===== src/source/timing_ctrl_macros.svh =====
// Widths, reset defaults and limits for the timing receiver SPI block
// Shared by the package and the RTL modules

`ifndef TIMING_CTRL_MACROS_SVH
`define TIMING_CTRL_MACROS_SVH

// Bus and frame widths
`define TC_DATA_W       32      // Data word
`define TC_CMD_W        16      // Command frame
`define TC_ADDR_W       12      // Address field of the command
`define TC_SEC_W        40      // Seconds counter

// Pin synchronizer depth
`define TC_SYNC_STAGES  3

// Phase error threshold for the error interrupt
`define TC_PHASE_ERR_LIMIT  32'd10000

// DPLL gains after reset, 16.16 fixed point
`define TC_KP_DEFAULT   32'h0001_0000   // 1.0
`define TC_KI_DEFAULT   32'h0000_0100   // 1/256

`endif

===== src/source/timing_ctrl_pkg.sv =====
// Types for the timing receiver SPI block
// Vector typedefs, command and FSM enums, request and config structs

`default_nettype none

`include "timing_ctrl_macros.svh"

package timing_ctrl_pkg;

    // ====================
    // Plain vectors
    // ====================
    typedef logic [`TC_DATA_W-1:0] word_t;
    typedef logic [`TC_ADDR_W-1:0] reg_addr_t;
    typedef logic [`TC_SEC_W-1:0]  seconds_t;

    // Command kind, bits 14:12 of the frame; 0 and 6 reserved
    typedef enum logic [2:0] {
        STATUS  = 3'd1,
        CONFIG  = 3'd2,
        DELAY   = 3'd3,
        GNSS    = 3'd4,
        DPLL    = 3'd5,
        PPS_SEL = 3'd7
    } cmd_kind_e;

    // Frame FSM
    typedef enum logic [2:0] {IDLE, CMD, DATA_IN, DATA_OUT, DONE} spi_state_e;

    // ====================
    // Requests
    // ====================
    typedef struct packed {
        logic      valid;   // One-cycle pulse
        cmd_kind_e kind;
        reg_addr_t addr;
        word_t     data;
    } cfg_wr_t;

    typedef struct packed {
        logic      valid;
        reg_addr_t addr;
    } stat_rd_t;

    // System status from the timing core
    typedef struct packed {
        logic     pps;
        logic     sync_locked;
        logic     dpll_locked;
        seconds_t seconds;
        word_t    subseconds;
        word_t    phase_error;
        word_t    frequency_error;
    } time_status_t;

    // ====================
    // Configuration
    // ====================
    typedef struct packed {
        word_t cable_ns;
        word_t antenna_ns;
    } delay_cfg_t;

    typedef struct packed {
        word_t kp;      // 16.16
        word_t ki;      // 16.16
    } dpll_cfg_t;

    typedef struct packed {
        logic       enable;
        logic [2:0] mode;
        logic       reset_n;    // Receiver reset, active low
    } gnss_ctrl_t;

    typedef struct packed {
        logic [1:0] source;
        logic       auto_enable;
    } pps_sel_t;

    typedef struct packed {
        logic enable;
        logic on_pps;
        logic on_error;
    } irq_cfg_t;

endpackage

`default_nettype wire


===== src/source/timing_ctrl_top.sv =====
// Top level of the timing receiver SPI block
// SPI slave, configuration registers and status monitor

`default_nettype none

module timing_ctrl_top (
    input  wire                                clk,
    input  wire                                rst_n,
    input  wire                                spi_sclk,
    input  wire                                spi_mosi,
    input  wire                                spi_cs_n,
    output logic                               spi_miso,
    output logic                               irq_n,
    input  wire timing_ctrl_pkg::time_status_t sys_status,
    output timing_ctrl_pkg::delay_cfg_t        delay_cfg,
    output timing_ctrl_pkg::dpll_cfg_t         dpll_cfg,
    output timing_ctrl_pkg::gnss_ctrl_t        gnss_ctrl,
    output timing_ctrl_pkg::pps_sel_t          pps_sel
);
    import timing_ctrl_pkg::*;

    cfg_wr_t  cfg_wr;       // Write pulse
    stat_rd_t stat_rd;      // Status read pulse
    word_t    rd_data;
    irq_cfg_t irq_cfg;
    logic     err_clear;

    spi_slave u_spi_slave (
        .clk(clk), .rst_n(rst_n),
        .spi_sclk(spi_sclk), .spi_mosi(spi_mosi), .spi_cs_n(spi_cs_n), .spi_miso(spi_miso),
        .cfg_wr(cfg_wr), .stat_rd(stat_rd), .rd_data(rd_data)
    );

    config_regs u_config_regs (
        .clk(clk), .rst_n(rst_n), .cfg_wr(cfg_wr),
        .delay_cfg(delay_cfg), .dpll_cfg(dpll_cfg), .gnss_ctrl(gnss_ctrl), .pps_sel(pps_sel),
        .irq_cfg(irq_cfg), .err_clear(err_clear)
    );

    status_monitor u_status_monitor (
        .clk(clk), .rst_n(rst_n), .sys_status(sys_status), .irq_cfg(irq_cfg),
        .err_clear(err_clear), .stat_rd(stat_rd), .gnss_enable(gnss_ctrl.enable),
        .rd_data(rd_data), .irq_n(irq_n)
    );

endmodule

`default_nettype wire


===== src/source/status_monitor.sv =====
// Status side of the SPI block
// PPS edge capture, PPS and error counters, interrupt status, irq_n, read mux

`default_nettype none

`include "timing_ctrl_macros.svh"

module status_monitor (
    input  wire                              clk,
    input  wire                              rst_n,
    input  wire timing_ctrl_pkg::time_status_t sys_status,
    input  wire timing_ctrl_pkg::irq_cfg_t   irq_cfg,
    input  wire                              err_clear,
    input  wire timing_ctrl_pkg::stat_rd_t   stat_rd,
    input  wire                              gnss_enable,
    output timing_ctrl_pkg::word_t           rd_data,
    output logic                             irq_n
);
    import timing_ctrl_pkg::*;

    logic       pps_q;
    logic       pps_qq;
    logic       pps_edge;
    word_t      cap_sec;        // Seconds low word at last PPS
    word_t      cap_subsec;
    word_t      pps_cnt;
    word_t      err_cnt;
    logic [1:0] irq_status;     // Bit 0 PPS, bit 1 phase error
    word_t      status_word;

    // ====================
    // PPS edge and capture
    // ====================
    always_ff @(posedge clk or negedge rst_n) begin
        if (!rst_n) begin
            pps_q      <= 1'b0;
            pps_qq     <= 1'b0;
            cap_sec    <= '0;
            cap_subsec <= '0;
            pps_cnt    <= '0;
        end else begin
            pps_q  <= sys_status.pps;
            pps_qq <= pps_q;
            if (pps_edge) begin
                cap_sec    <= sys_status.seconds[`TC_DATA_W-1:0];
                cap_subsec <= sys_status.subseconds;
                pps_cnt    <= pps_cnt + 1'b1;
            end
        end
    end

    assign pps_edge = pps_q & ~pps_qq;      // One cycle after pps rises

    // ====================
    // Errors and interrupts
    // ====================
    always_ff @(posedge clk or negedge rst_n) begin
        if (!rst_n) begin
            err_cnt    <= '0;
            irq_status <= '0;
            irq_n      <= 1'b1;
        end else begin
            if (err_clear) begin
                err_cnt <= '0;
            end else if (!sys_status.sync_locked || !sys_status.dpll_locked) begin
                err_cnt <= err_cnt + 1'b1;  // Cycles without lock
            end
            if (pps_edge && irq_cfg.on_pps) irq_status[0] <= 1'b1;
            if (sys_status.phase_error > `TC_PHASE_ERR_LIMIT && irq_cfg.on_error) begin
                irq_status[1] <= 1'b1;
            end
            if (stat_rd.valid && stat_rd.addr == 12'd0) irq_status <= '0;  // Clear on read
            irq_n <= ~(irq_cfg.enable && |irq_status);
        end
    end

    // ====================
    // Read mux
    // ====================
    assign status_word = {22'd0, irq_status, 2'd0, gnss_enable, 1'b0,
                          sys_status.dpll_locked, sys_status.sync_locked,
                          sys_status.pps, 1'b1};

    always_comb begin
        case (stat_rd.addr)
            12'd0:   rd_data = status_word;
            12'd1:   rd_data = word_t'(sys_status.seconds[7:0]);
            12'd2:   rd_data = sys_status.seconds[`TC_SEC_W-1:8];
            12'd3:   rd_data = sys_status.subseconds;
            12'd4:   rd_data = sys_status.phase_error;
            12'd5:   rd_data = sys_status.frequency_error;
            12'd6:   rd_data = err_cnt;
            12'd7:   rd_data = pps_cnt;
            12'd8:   rd_data = cap_sec;
            12'd9:   rd_data = cap_subsec;
            default: rd_data = '0;
        endcase
    end

    // Interrupt line stays released whenever config_regs has it disabled
    assert property (@(posedge clk) disable iff (!rst_n) !irq_cfg.enable |=> irq_n)
        else $error("irq_n low after irq enable was off");

endmodule

`default_nettype wire


===== src/source/config_regs.sv =====
// Configuration registers written over SPI
// Delay, DPLL, GNSS, PPS select and interrupt settings, error counter clear

`default_nettype none

`include "timing_ctrl_macros.svh"

module config_regs (
    input  wire                          clk,
    input  wire                          rst_n,
    input  wire timing_ctrl_pkg::cfg_wr_t cfg_wr,
    output timing_ctrl_pkg::delay_cfg_t  delay_cfg,
    output timing_ctrl_pkg::dpll_cfg_t   dpll_cfg,
    output timing_ctrl_pkg::gnss_ctrl_t  gnss_ctrl,
    output timing_ctrl_pkg::pps_sel_t    pps_sel,
    output timing_ctrl_pkg::irq_cfg_t    irq_cfg,
    output logic                         err_clear     // Pulse to status_monitor
);
    import timing_ctrl_pkg::*;

    always_ff @(posedge clk or negedge rst_n) begin
        if (!rst_n) begin
            delay_cfg   <= '0;
            dpll_cfg.kp <= `TC_KP_DEFAULT;
            dpll_cfg.ki <= `TC_KI_DEFAULT;
            gnss_ctrl   <= '{enable: 1'b0, mode: 3'd0, reset_n: 1'b1};
            pps_sel     <= '{source: 2'd0, auto_enable: 1'b1};  // Auto select on
            irq_cfg     <= '0;
            err_clear   <= 1'b0;
        end else begin
            err_clear <= 1'b0;
            if (cfg_wr.valid) begin
                case (cfg_wr.kind)
                    DELAY: begin
                        if (cfg_wr.addr == 12'd0) delay_cfg.cable_ns   <= cfg_wr.data;
                        if (cfg_wr.addr == 12'd1) delay_cfg.antenna_ns <= cfg_wr.data;
                    end
                    GNSS: begin
                        if (cfg_wr.addr == 12'd0) gnss_ctrl.enable  <= cfg_wr.data[0];
                        if (cfg_wr.addr == 12'd1) gnss_ctrl.mode    <= cfg_wr.data[2:0];
                        if (cfg_wr.addr == 12'd2) gnss_ctrl.reset_n <= cfg_wr.data[0];
                    end
                    DPLL: begin
                        if (cfg_wr.addr == 12'd0) dpll_cfg.kp <= cfg_wr.data;
                        if (cfg_wr.addr == 12'd1) dpll_cfg.ki <= cfg_wr.data;
                    end
                    PPS_SEL: begin
                        if (cfg_wr.addr == 12'd0) pps_sel.source      <= cfg_wr.data[1:0];
                        if (cfg_wr.addr == 12'd1) pps_sel.auto_enable <= cfg_wr.data[0];
                    end
                    CONFIG: begin
                        if (cfg_wr.addr == 12'd1) irq_cfg.enable <= cfg_wr.data[0];
                        if (cfg_wr.addr == 12'd2) begin
                            irq_cfg.on_pps   <= cfg_wr.data[0];
                            irq_cfg.on_error <= cfg_wr.data[1];
                        end
                        err_clear <= (cfg_wr.addr == 12'd3);   // Error counter reset
                    end
                    default: ;      // Reserved kinds
                endcase
            end
        end
    end

    // Clear stays a pulse while the SPI side only sends pulsed writes
    assert property (@(posedge clk) disable iff (!rst_n) err_clear |=> !err_clear)
        else $error("err_clear held longer than one cycle");

endmodule

`default_nettype wire


===== src/source/spi_slave.sv =====
// SPI slave, mode 0, MSB first
// Pin synchronizer, frame FSM, shift registers, write and read request pulses

`default_nettype none

`include "timing_ctrl_macros.svh"

module spi_slave (
    input  wire                         clk,
    input  wire                         rst_n,
    input  wire                         spi_sclk,
    input  wire                         spi_mosi,
    input  wire                         spi_cs_n,
    output logic                        spi_miso,
    output timing_ctrl_pkg::cfg_wr_t    cfg_wr,     // Write pulse to config_regs
    output timing_ctrl_pkg::stat_rd_t   stat_rd,    // Read pulse to status_monitor
    input  wire timing_ctrl_pkg::word_t rd_data     // Same-cycle answer to stat_rd
);
    import timing_ctrl_pkg::*;

    // ====================
    // Pin synchronizer
    // ====================
    logic [`TC_SYNC_STAGES-1:0] sclk_sync;
    logic [`TC_SYNC_STAGES-1:0] mosi_sync;
    logic [`TC_SYNC_STAGES-1:0] cs_sync;
    logic                       sclk_prev;      // For edge detect
    logic                       sclk_rise;
    logic                       sclk_fall;
    logic                       mosi_s;
    logic                       cs_active;

    always_ff @(posedge clk or negedge rst_n) begin
        if (!rst_n) begin
            sclk_sync <= '0;
            mosi_sync <= '0;
            cs_sync   <= '1;    // Deselected
            sclk_prev <= 1'b0;
        end else begin
            sclk_sync <= {sclk_sync[`TC_SYNC_STAGES-2:0], spi_sclk};
            mosi_sync <= {mosi_sync[`TC_SYNC_STAGES-2:0], spi_mosi};
            cs_sync   <= {cs_sync[`TC_SYNC_STAGES-2:0], spi_cs_n};
            sclk_prev <= sclk_sync[`TC_SYNC_STAGES-1];
        end
    end

    assign sclk_rise = sclk_sync[`TC_SYNC_STAGES-1] & ~sclk_prev;
    assign sclk_fall = ~sclk_sync[`TC_SYNC_STAGES-1] & sclk_prev;
    assign mosi_s    = mosi_sync[`TC_SYNC_STAGES-1];
    assign cs_active = ~cs_sync[`TC_SYNC_STAGES-1];

    // ====================
    // Frame FSM
    // ====================
    spi_state_e           state;
    logic [4:0]           bit_cnt;          // Bits within cmd or data phase
    logic [`TC_CMD_W-1:0] cmd_sr;
    logic [`TC_CMD_W-1:0] cmd_next;         // Command incl. bit on this rise
    cmd_kind_e            kind_next;
    logic                 is_read;
    logic                 tx_load;          // Read data lands this cycle
    word_t                rx_sr;
    word_t                tx_sr;

    assign cmd_next  = {cmd_sr[`TC_CMD_W-2:0], mosi_s};
    assign kind_next = cmd_kind_e'(cmd_next[14:12]);
    assign is_read   = cmd_next[`TC_CMD_W-1] || (kind_next == STATUS);

    always_ff @(posedge clk or negedge rst_n) begin
        if (!rst_n) begin
            state    <= IDLE;
            bit_cnt  <= '0;
            cmd_sr   <= '0;
            rx_sr    <= '0;
            tx_sr    <= '0;
            tx_load  <= 1'b0;
            spi_miso <= 1'b0;
            cfg_wr   <= '0;
            stat_rd  <= '0;
        end else begin
            cfg_wr.valid  <= 1'b0;      // Requests are single pulses
            stat_rd.valid <= 1'b0;
            tx_load       <= 1'b0;
            if (!cs_active) begin       // cs_n high aborts any frame
                state    <= IDLE;
                bit_cnt  <= '0;
                spi_miso <= 1'b0;
            end else begin
                case (state)
                    IDLE: begin
                        state   <= CMD;
                        bit_cnt <= '0;
                    end
                    CMD: begin
                        if (sclk_rise) begin
                            cmd_sr  <= cmd_next;
                            bit_cnt <= bit_cnt + 5'd1;
                            if (bit_cnt == 5'd15) begin      // 16th command bit
                                bit_cnt <= '0;
                                if (is_read) begin
                                    state         <= DATA_OUT;
                                    tx_load       <= 1'b1;
                                    stat_rd.valid <= (kind_next == STATUS);
                                    stat_rd.addr  <= cmd_next[`TC_ADDR_W-1:0];
                                end else begin
                                    state <= DATA_IN;
                                end
                            end
                        end
                    end
                    DATA_IN: begin
                        if (sclk_rise) begin
                            rx_sr   <= {rx_sr[`TC_DATA_W-2:0], mosi_s};
                            bit_cnt <= bit_cnt + 5'd1;
                            if (bit_cnt == 5'd31) begin      // Last data bit
                                cfg_wr.valid <= 1'b1;
                                cfg_wr.kind  <= cmd_kind_e'(cmd_sr[14:12]);
                                cfg_wr.addr  <= cmd_sr[`TC_ADDR_W-1:0];
                                cfg_wr.data  <= {rx_sr[`TC_DATA_W-2:0], mosi_s};
                                state        <= DONE;
                            end
                        end
                    end
                    DATA_OUT: begin
                        if (tx_load) begin
                            tx_sr <= stat_rd.valid ? rd_data : '0;  // Non-status kinds read zero
                        end else if (sclk_fall) begin
                            spi_miso <= tx_sr[`TC_DATA_W-1];
                            tx_sr    <= {tx_sr[`TC_DATA_W-2:0], 1'b0};
                            bit_cnt  <= bit_cnt + 5'd1;
                            if (bit_cnt == 5'd31) begin
                                state <= DONE;
                            end
                        end
                    end
                    DONE:    state <= DONE;     // Hold until cs_n rises
                    default: state <= IDLE;
                endcase
            end
        end
    end

    // Write and read paths of the FSM never fire together
    assert property (@(posedge clk) disable iff (!rst_n) !(cfg_wr.valid && stat_rd.valid))
        else $error("cfg_wr and stat_rd valid in the same cycle");

endmodule

`default_nettype wire


===== config.mk =====
export PLATFORM = sky130hd
export DESIGN_NAME = timing_ctrl_top
export DESIGN_NICKNAME = d
export VERILOG_FILES = /design/src/source/timing_ctrl_pkg.sv /design/src/source/timing_ctrl_top.sv /design/src/source/status_monitor.sv /design/src/source/config_regs.sv /design/src/source/spi_slave.sv
export VERILOG_INCLUDE_DIRS = /design/src /design/src/source
export SDC_FILE = /design/constraint.sdc
export NUM_CORES = 1
export LEC_CHECK = 0
export BUFFER_PORTS_ARGS = -buffer_cell sky130_fd_sc_hd__buf_2
export CORE_MARGIN = 2
export CORE_UTILIZATION = 55
export CTS_CLUSTER_SIZE = 40
export DETAILED_ROUTE_END_ITERATION = 12
export HOLD_SLACK_MARGIN = 0.02
export PLACE_DENSITY_LB_ADDON = 0.1
export SLEW_MARGIN = 20
export SYNTH_ARGS = -nofsm -noshare
export SYNTH_HDL_FRONTEND = slang
export SYNTH_SLANG_ARGS = --single-unit

===== constraint.sdc =====
create_clock -name clk -period 6.6 [get_ports clk]
set_input_delay 0.99 -clock clk [delete_from_list [all_inputs] [get_ports clk]]
set_output_delay 0.99 -clock clk [all_outputs]
set_load 0.03 [all_outputs]

==> run summary, run 1 <==
status = complete, no violations
met1 GRT Util = 40.8%
number of distinct library cells after synthesis = 80
met2 usage = 49.4%
Hold Vio Cnt, Final = 0
fmax = 298 MHz
Clock Skew = 21.2 ps
Layout area overhead = 16.1%
VDD IR max = 0.190 mV
Synth Cell Area = 0.0195 mm^2
syn_nets = 1767
synth top area cells = dfrtp_1, mux2_2, nand2_1
CTS max path bufs = 3
core area = 0.0347 mm^2
DRC Markers = 0
Num Clock Sinks = 432
Tmin final = 3360 ps
post-CTS setup buffer count = 0
# IOs = 282
first-pass GRT wire length = 87100 um
syn_area_per_cell = 12.1 um^2
latest clock arrival within the worst-skew pair = 580 ps
Hold Worst Slack = 348 ps
Rows = 68
r2r setup slk = 3240 ps
top-count cell post-synth = dfrtp_1
die height = 192 um
Hold Crit Class = reg2reg
CP required = 7060 ps
initial antenna violation count = 2
post-DR vias/cell = 6.20
DR pass1 iterations = 7
CP Max Fanout = 32
commonest cells in the netlist = dfrtp_1, mux2_2, nand2_1
largest net degree at the start of global routing = 168
crit path from = u_spi_slave.state[2]
Lkg Pwr = 0.0109 uW
yosys warns = 0
cts repair resizes = 0
DIE AREA = 0.0370 mm^2
port bufs = 281
wire per inst = 24.4 um
Mapped Cells = 1617
CP Class = reg2reg
register area = 0.0108 mm^2
final worst-path cycle share = 50.9%
Power Dens Cells = 252 mW/mm^2
First DRT Iteration DRCs = 1326
GR Overflow Total = 0
post-synth top area share = 54.4%
synthesis-stage register bit count = 432
Final Core Density = 65.2%
Post-DP HPWL = 40600 um
Slew Limit Fails = 0
share of cells above drive strength 1 = 36.4%
Hold-fix buffers, CTS = 0
Main synth FF type = dfrtp_1
Setup TNS = 0 ps
NumNets Final = 2015
# Max-Cap Violations = 0
Worst-path clk slew = 60 ps
total track usage = 31.3%
vias = 14600
Least-Margin Pin Slew = 1140 ps
reg2reg start = u_spi_slave.state[2]
max_slew headroom = 23.7%
die outline width = 192 um
cts bufs inserted = 45
area leader, netlist = dfrtp_1
vias in the first global route = 14600
GR peak layer = met2
Initial Util = 56.2%
FFs w/ async S/R, synth = 100%
unrepaired setup endpoints after global routing = no
H-tree levels = 2
startpoint types = register
number of synthesized flops with an enable pin = 0
Detail Route Antenna Nets = 0
GPL Wtd Cong = 0.997
CTS root buf = clkbuf_16
GR Layer Usage met3 = 6.11%
Worst EP arrival = 3820 ps
CP Capture Point = u_spi_slave.cfg_wr[1]
Worst Setup End Kind = register
area of the multi-input gates = 0.00820 mm^2
Setup Viol. Count Final = 0
CTS tree = done
RR Endpoint = u_spi_slave.cfg_wr[1]
DRT Wirelength = 57300 um
Worst R2R Path Depth = 7
Seq/Total Area, Yosys = 55.5%
number of fill cells = 2715
power breakdown:
| part | switching, uW | leakage, uW | internal, uW |
|---|---|---|---|
| Combinational | 217 | 0.00453 | 181 |
| Sequential | 145 | 0.00568 | 2770 |
| Clock | 1040 | 0.000682 | 1360 |
layout make-up:
cell class	instances	area share (%)
Clock buffer	64	5.51
Antenna cell	1	0.0111
Inverter	20	0.332
Tap cell	455	2.51
Timing Repair Buffer	300	7.05
Sequential cell	432	47.8
Multi-Input combinational cell	1066	36.2
Clock inverter	14	0.580
critical path: stages (launching register included):
cell      delay [ps]
dfrtp_1          500
nor2_1           190
nand4b_1         120
buf_4            270
inv_1            770
nand2_2          620
buf_4            430
mux2_2           320
placed cells by master (no fill, tap or decap), types with 11 or more instances in the layout:
cell type and n:
a221oi_1 12, nand3_1 26, and3_1 23, clkbuf_16 45, buf_4 16, dfrtp_1 422
clkinv_2 11, inv_1 20, nor3_1 20, o21ai_0 41, mux2i_1 18, a21oi_1 52
a32oi_1 23, nand2_1 139, o22ai_1 25, nor2_1 78, nand4_1 19, nor4_1 22
xnor2_1 42, a22oi_1 58, xor2_1 13, clkbuf_1 14, buf_2 280, mux2_2 286
nor2b_1 19
stage by stage:
step	cell area (um^2)	instances	setup WS (ps)	total power, uW
after floorplan	19500	1617	4290	3130
after global placement	21200	2271	2720	3340
after detailed placement	21200	2272	3280	3360
after CTS	22600	2350	3270	5750
after global routing	22600	2351	3030	5910
final	22600	2352	3240	5710
metal layers:
layer | vias to the layer above | share of wire [%]
met1 | 7308 | 40
met3 | 167 | 8.2
met2 | 699 | 46
met5 | - | 0.023
li1 | 6403 | -
met4 | 2 | 6.1
cells by family (layout without fill, tap and decap cells):
logic type / after synthesis / count (layout) / share of synthesized area [%]
compound gates: 277 / 277 / 9.89
xor+xnor: 55 / 55 / 2.47
fa+ha+maj: 6 / 6 / 0.385
buf+inv: 119 / 398 / 2.78
flops: 432 / 432 / 55.5
mux: 316 / 316 / 18.2
other cells: 0 / 1 / 0
simple gates: 412 / 412 / 10.7
sequential cells by signal, indices dropped and copies added, names as in the netlist, 2 cells and up:
name                         flops
u_config_regs.delay_cfg         64
u_config_regs.dpll_cfg          64
u_spi_slave.cfg_wr              48
u_spi_slave.tx_sr               32
u_status_monitor.cap_sec        32
u_status_monitor.cap_subsec     32
u_status_monitor.err_cnt        32
u_status_monitor.pps_cnt        32
u_spi_slave.rx_sr               31
u_spi_slave.cmd_sr              15
u_spi_slave.stat_rd             13
u_config_regs.gnss_ctrl          5
u_spi_slave.bit_cnt              5
u_config_regs.irq_cfg            3
u_config_regs.pps_sel            3
u_spi_slave.cs_sync              3
u_spi_slave.mosi_sync            3
u_spi_slave.sclk_sync            3
u_spi_slave.state                3
u_status_monitor.irq_status      2
how the worst min path moves through the flow:
| stage | from | to | cells past startpoint |
|---|---|---|---|
| final | u_spi_slave.mosi_sync[1] | u_spi_slave.mosi_sync[2] | 0 |
| after global routing | u_spi_slave.cs_sync[0] | u_spi_slave.cs_sync[1] | 0 |
| after CTS | u_spi_slave.mosi_sync[1] | u_spi_slave.mosi_sync[2] | 0 |
| after detailed placement | u_spi_slave.mosi_sync[1] | u_spi_slave.mosi_sync[2] | 0 |
| after global placement | u_spi_slave.mosi_sync[1] | u_spi_slave.mosi_sync[2] | 0 |
| after floorplan | u_spi_slave.mosi_sync[0] | u_spi_slave.mosi_sync[1] | 0 |
(Power assumes the default switching activity.)
==> run 2: changes to the inputs <==
--- a/config.mk
+++ b/config.mk
@@ -6,6 +6,7 @@
 export SDC_FILE = /design/constraint.sdc
 export NUM_CORES = 1
 export LEC_CHECK = 0
+export ABC_AREA = 1
 export BUFFER_PORTS_ARGS = -buffer_cell sky130_fd_sc_hd__buf_2
 export CORE_MARGIN = 2
 export CORE_UTILIZATION = 55
==> constraint.sdc (replaced) <==
create_clock -name clk -period 3.1 [get_ports clk]
set_input_delay 0.465 -clock clk [delete_from_list [all_inputs] [get_ports clk]]
set_output_delay 0.465 -clock clk [all_outputs]
set_load 0.03 [all_outputs]
==> run 2 against run 1 <==
Register-to-register slack lost 2700 ps. Power grew 120%. Sequential share of layout area shrank 1.8 points. Final cell count grew 40%. Synthesized cell count grew 56%.
==> run summary, run 2 <==
Initial Util = 55.4%
Hold Crit Class = in2reg
synthesis-stage register bit count = 432
NumNets Final = 2943
first-pass GRT wire length = 96000 um
number of synthesized flops with an enable pin = 0
share of cells above drive strength 1 = 16.0%
Post-Synth Simple-Gate Area = 28.3%
largest net degree at the start of global routing = 85
First DRT Iteration DRCs = 1378
# IOs = 282
Worst EP arrival = 3050 ps
post-synth top area share = 52.8%
DRT Wirelength = 60300 um
RR Endpoint = u_spi_slave.tx_sr[25]
unrepaired setup endpoints after global routing = no
Worst-path clk slew = 60 ps
H-tree levels = 2
# Max-Cap Violations = 0
die outline width = 195 um
CTS root buf = clkbuf_16
part of the power in the clock network = 44.2%
crit path from = u_spi_slave.stat_rd[1]
syn_nets = 2677
wire per inst = 18.3 um
Synth Area in Adders = 0.374%
vias in the first global route = 17800
DR pass1 iterations = 5
DRC Markers = 0
Worst R2R Path Depth = 9
Synth Area in Compound Gates = 9.91%
total power draw = 12400 uW
core area = 0.0363 mm^2
CP Max Fanout = 14
Synth Cell Area = 0.0201 mm^2
Gate power share = 6.5%
CP Capture Point = u_spi_slave.tx_sr[25]
Worst Setup End Kind = register
post-DR vias/cell = 5.52
CP required = 3610 ps
CP Class = reg2reg
Setup Viol. Count Final = 0
syn_area_per_cell = 7.95 um^2
Detail Route Antenna Nets = 0
fmax = 393 MHz
Largest regs = u_config_regs.delay_cfg x64, u_config_regs.dpll_cfg x64, u_spi_slave.cfg_wr x48
yosys warns = 0
Layout area overhead = 17.1%
Hold Vio Cnt, Final = 0
reg2reg start = u_spi_slave.stat_rd[1]
GR Overflow Total = 0
commonest cells in the netlist = nand2_1, dfrtp_1, o21ai_0
cts bufs inserted = 46
post-CTS setup buffer count = 0
r2r setup slk = 560 ps
status = complete, no violations
Int Power = 9320 uW
FFs w/ async S/R, synth = 100%
port bufs = 281
latest clock arrival within the worst-skew pair = 590 ps
Rows = 70
final worst-path cycle share = 82.0%
Lkg Pwr = 0.0119 uW
Mapped Cells = 2527
synth top area cells = dfrtp_1, nand2_1, o21ai_0
post-synthesis mux area share = 0.0560%
post-place setup slack = 625 ps
Main synth FF type = dfrtp_1
final worst slack = 558 ps
area leader, netlist = dfrtp_1
Seq/Total Area, Yosys = 53.8%
vias = 18200
initial antenna violation count = 3
main combinational cell family by area after synthesis = simple AND/OR/NAND/NOR gates
Post-DP HPWL = 43000 um
number of fill cells = 3171
GPL Wtd Cong = 0.945
total track usage = 32.1%
startpoint types = register
post-placement cell count = 3208
Hold Worst Slack = 88.4 ps
Num Clock Sinks = 432
max_slew headroom = 44.0%
most frequent cells in the layout = nand2_1, dfrtp_1, o21ai_0
die height = 195 um
top-count cell post-synth = nand2_1
sw frac = 24.8%
Slew Limit Fails = 0
XOR/XNOR share of the synthesized area = 1.35%
VDD IR max = 0.486 mV
CTS max path bufs = 3
P_sw = 3070 uW
number of distinct library cells after synthesis = 47
CTS tree = done
DIE AREA = 0.0381 mm^2
Clock Skew = 17.3 ps
Setup TNS = 0 ps
Power Dens Cells = 527 mW/mm^2
final cell count without fillers = 3298
Sequential Power Share = 49.3%
commonest non-fill, non-tap cell in the layout = nand2_1
Tmin final = 2540 ps
Least-Margin Pin Slew = 837 ps
-- run 2: cell types whose count changed after synthesis, moves of 95 or more --
| cell | previous run | this run |
|---|---|---|
| nand3_1 | 26 | 231 |
| nor2_1 | 78 | 173 |
| o21ai_0 | 42 | 285 |
| inv_1 | 20 | 197 |
| mux2_2 | 286 | 1 |
| nand2_1 | 140 | 849 |
-- run 2: layer usage --
layer / track usage [%] / vias to the layer above / part of all wire, %
met5: 0 / - / 0.017
li1: - / 8631 / -
met3: 5.75 / 141 / 8.0
met1: 42.9 / 8677 / 41
met2: 50.7 / 741 / 46
met4: 16.1 / 2 / 5.2
-- run 2: repair_timing --
action                                 CTS  global route
endpoints found under the hold margin   75             0
hold buffers                             5             0
gates resized for setup                  0             0
-- run 2: logic make-up after synthesis --
| kind of cell | after synthesis |
|---|---|
| AND/OR/NAND/NOR | 1360 |
| flip-flops | 432 |
| AO/OA/AOI/OAI | 385 |
| buffers and inverters | 312 |
| XOR/XNOR | 31 |
| adder cells (fa/ha/maj) | 6 |
| multiplexers | 1 |
-- run 2: critical path, stage by stage (launching register included) --
cell     delay (ps)
dfrtp_1         420
inv_1           130
nand2_1         100
nor2_1          610
o21ai_0         200
nand2_1          90
nor2_1           80
a21oi_4         400
nand2_2         230
o21ai_1         200
-- run 2: power groups by stage --
stage / combinational (uW) / clock, uW / sequential [uW]
global placement: 774 / 0 / 6200
global route: 918 / 5800 / 6140
floorplan: 413 / 0 / 6130
finish: 802 / 5480 / 6110
detailed placement: 795 / 0 / 6200
CTS: 807 / 5580 / 6100
-- run 2: cell type report --
| type | count | area (um^2) | area share [%] |
|---|---|---|---|
| multi-input cells | 1783 | 8060 | 34.2 |
| clock buffers | 70 | 1300 | 5.53 |
| clock inverters | 13 | 188 | 0.797 |
| flip-flops and latches | 432 | 10800 | 46.0 |
| repair buffers | 324 | 1800 | 7.66 |
| inverters | 206 | 773 | 3.29 |
| well taps | 468 | 586 | 2.49 |
| diodes | 2 | 5.00 | 0.0213 |
-- run 2: stage by stage --
stage               utilization, %  instance area [um^2]
finish                        64.9                 23500
floorplan                        -                 20100
CTS                           64.9                 23500
detailed placement            60.6                 22000
global placement              60.6                 22000
global route                  64.9                 23500
-- run 2: worst min-delay path by stage --
stage | from | end | slack [ps] | cells past startpoint
after floorplan | rst_n | u_config_regs.delay_cfg[0] | 170 | 0
after global placement | u_spi_slave.mosi_sync[0] | u_spi_slave.mosi_sync[1] | 330 | 0
after detailed placement | u_spi_slave.cs_sync[1] | u_spi_slave.cs_sync[2] | 350 | 0
after CTS | sys_status[67] | u_status_monitor.cap_subsec[3] | 70 | 3
after global routing | sys_status[67] | u_status_monitor.cap_subsec[3] | 80 | 3
final | sys_status[67] | u_status_monitor.cap_subsec[3] | 90 | 3
==> run 3: changes to the inputs <==
--- a/config.mk
+++ b/config.mk
@@ -6,7 +6,7 @@
 export SDC_FILE = /design/constraint.sdc
 export NUM_CORES = 1
 export LEC_CHECK = 0
-export ABC_AREA = 1
+export ABC_AREA = 0
 export BUFFER_PORTS_ARGS = -buffer_cell sky130_fd_sc_hd__buf_2
 export CORE_MARGIN = 2
 export CORE_UTILIZATION = 55
==> constraint.sdc (replaced) <==
create_clock -name clk -period 2.6 [get_ports clk]
set_input_delay 0.39 -clock clk [delete_from_list [all_inputs] [get_ports clk]]
set_output_delay 0.39 -clock clk [all_outputs]
set_load 0.03 [all_outputs]
==> run 3 against run 2 <==
Clock-buffer cell count is 10 lower. First-iteration DRC count is 24% lower. Power is 26% higher. Non-clock buffer count is 44 higher. Final cell count is 27% lower. Die area is 2.9% lower. Global-route usage is 0.13 points higher. Maximum frequency is 0.40% higher. Sequential cell count stayed put. Critical path depth is 2 lower. Hold slack hardly changed. Critical path type unchanged.
==> run summary, run 3 (same netlist as run 1, synthesis figures left out) <==
status = complete, no violations
Initial Util = 56.2%
crit path from = u_spi_slave.stat_rd[1]
final worst-path cycle share = 97.4%
crit path max-delay cell type = nor4b_1
vias = 14900
crit path cell chain = buf_4 -> nor4b_1 -> buf_4 -> a22oi_1 -> o221ai_1 -> nand2_1 -> a211oi_1
First DRT Iteration DRCs = 1047
die height = 192 um
unrepaired setup endpoints after global routing = no
CP required = 3050 ps
Clock Skew = 16.5 ps
DRT Wirelength = 59000 um
latest clock arrival within the worst-skew pair = 560 ps
post-DR vias/cell = 6.13
Worst Setup End Kind = register
max_slew headroom = 35.7%
VDD IR max = 0.563 mV
CP max stage delay = 630 ps
Setup Viol. Count Final = 0
Hold Vio Cnt, Final = 0
die outline width = 192 um
vias in the first global route = 15000
CTS tree = done
share of cells above drive strength 1 = 38.6%
post-CTS setup buffer count = 0
cts bufs inserted = 44
cts repair resizes = 0
total track usage = 32.2%
Least-Margin Pin Slew = 962 ps
NumNets Final = 2082
CTS root buf = clkbuf_16
Rows = 68
wire per inst = 24.3 um
# IOs = 282
Setup TNS = 0 ps
GR Overflow Total = 0
# Max-Cap Violations = 0
Hold Worst Slack = 87.9 ps
first-pass GRT wire length = 89300 um
Power Dens Cells = 665 mW/mm^2
Hold Crit Class = in2reg
Largest regs = u_config_regs.delay_cfg x64, u_config_regs.dpll_cfg x64, u_spi_slave.cfg_wr x48
Worst EP arrival = 2980 ps
initial antenna violation count = 1
CP Class = reg2reg
Worst-path clk slew = 70 ps
GPL Wtd Cong = 0.991
most frequent cells in the layout = dfrtp_1, mux2_2, buf_2
DR pass1 iterations = 5
Worst path most repeated cell = buf_4
startpoint types = register
total power draw = 15700 uW
port bufs = 281
Slew Limit Fails = 0
CP Max Fanout = 13
Num Clock Sinks = 432
Post-DP HPWL = 43200 um
Lkg Pwr = 0.0114 uW
reg2reg start = u_spi_slave.stat_rd[1]
largest net degree at the start of global routing = 66
Detail Route Antenna Nets = 0
DRC Markers = 0
Tmin final = 2530 ps
H-tree levels = 2
Layout area overhead = 20.8%
CTS max path bufs = 3
commonest non-fill, non-tap cell in the layout = dfrtp_1
core area = 0.0347 mm^2
Hold Path Origin = sys_status[76]
DIE AREA = 0.0370 mm^2
fmax = 395 MHz
run 3: changes by cell type in the layout (fill, tap and decap cells not counted), sizes merged, moves of 36 or more:
cell	delta
a22oi	+58
buf	+44
inv	-186
mux2	+295
nand2	-714
nand3	-206
nor2	-106
o21ai	-274
xnor2	+36
run 3: where the power goes:
group / total, uW / switching (uW) / internal, uW
Clock: 7200 / 2690 / 4510
Sequential: 7410 / 376 / 7030
Combinational: 1060 / 564 / 494
run 3: what timing repair did:
item	4_1_cts	5_1_grt
hold buffers	5	0
hold endpoints to repair	52	0
setup endpoints to repair	0	0
run 3: worst max-delay path, delay by kind of cell, from the launching register on:
family,cells,cell delay [ps]
buf+inv,2,520
flops,1,540
simple gates,2,770
compound gates,3,600
run 3: area by class of cell:
cell class / instances / area (um^2)
inverters: 20 / 75.1
repair buffers: 368 / 2260
flip-flops and latches: 432 / 10800
clock inverters: 22 / 440
fillers: 2617 / 11200
diodes: 1 / 2.50
clock buffers: 60 / 1220
well taps: 455 / 569
multi-input cells: 1066 / 8170
run 3: final timing paths:
kind	cells after the start	slack (ps)	to
min reg2reg	0	350	u_spi_slave.sclk_sync[2]
max	7	70	u_spi_slave.tx_sr[8]
max in group asynchronous	3	1330	u_status_monitor.cap_subsec[27]
max reg2reg	7	70	u_spi_slave.tx_sr[8]
min in group asynchronous	2	370	u_status_monitor.cap_sec[26]
min	2	90	u_status_monitor.cap_subsec[12]
run 3: metrics by stage:
stage	setup WS (ps)	cells	util, %	instance area [um^2]
floorplan	333	1617	-	19500
global placement	170	2336	62.9	21800
detailed placement	226	2336	62.9	21800
CTS	155	2423	67.9	23600
global route	15.1	2423	67.9	23600
finish	68.5	2424	67.9	23600
run 3: layer usage:
metal | share of wire, % | global-route usage, % | wire, um | vias to the layer above
li1 | - | - | - | 6553
met1 | 40 | 42.1 | 23800 | 7455
met2 | 46 | 50.9 | 26800 | 682
met3 | 7.8 | 6.26 | 4620 | 170
met4 | 6.3 | 17.6 | 3700 | 0
met5 | 0 | 0 | 0 | -
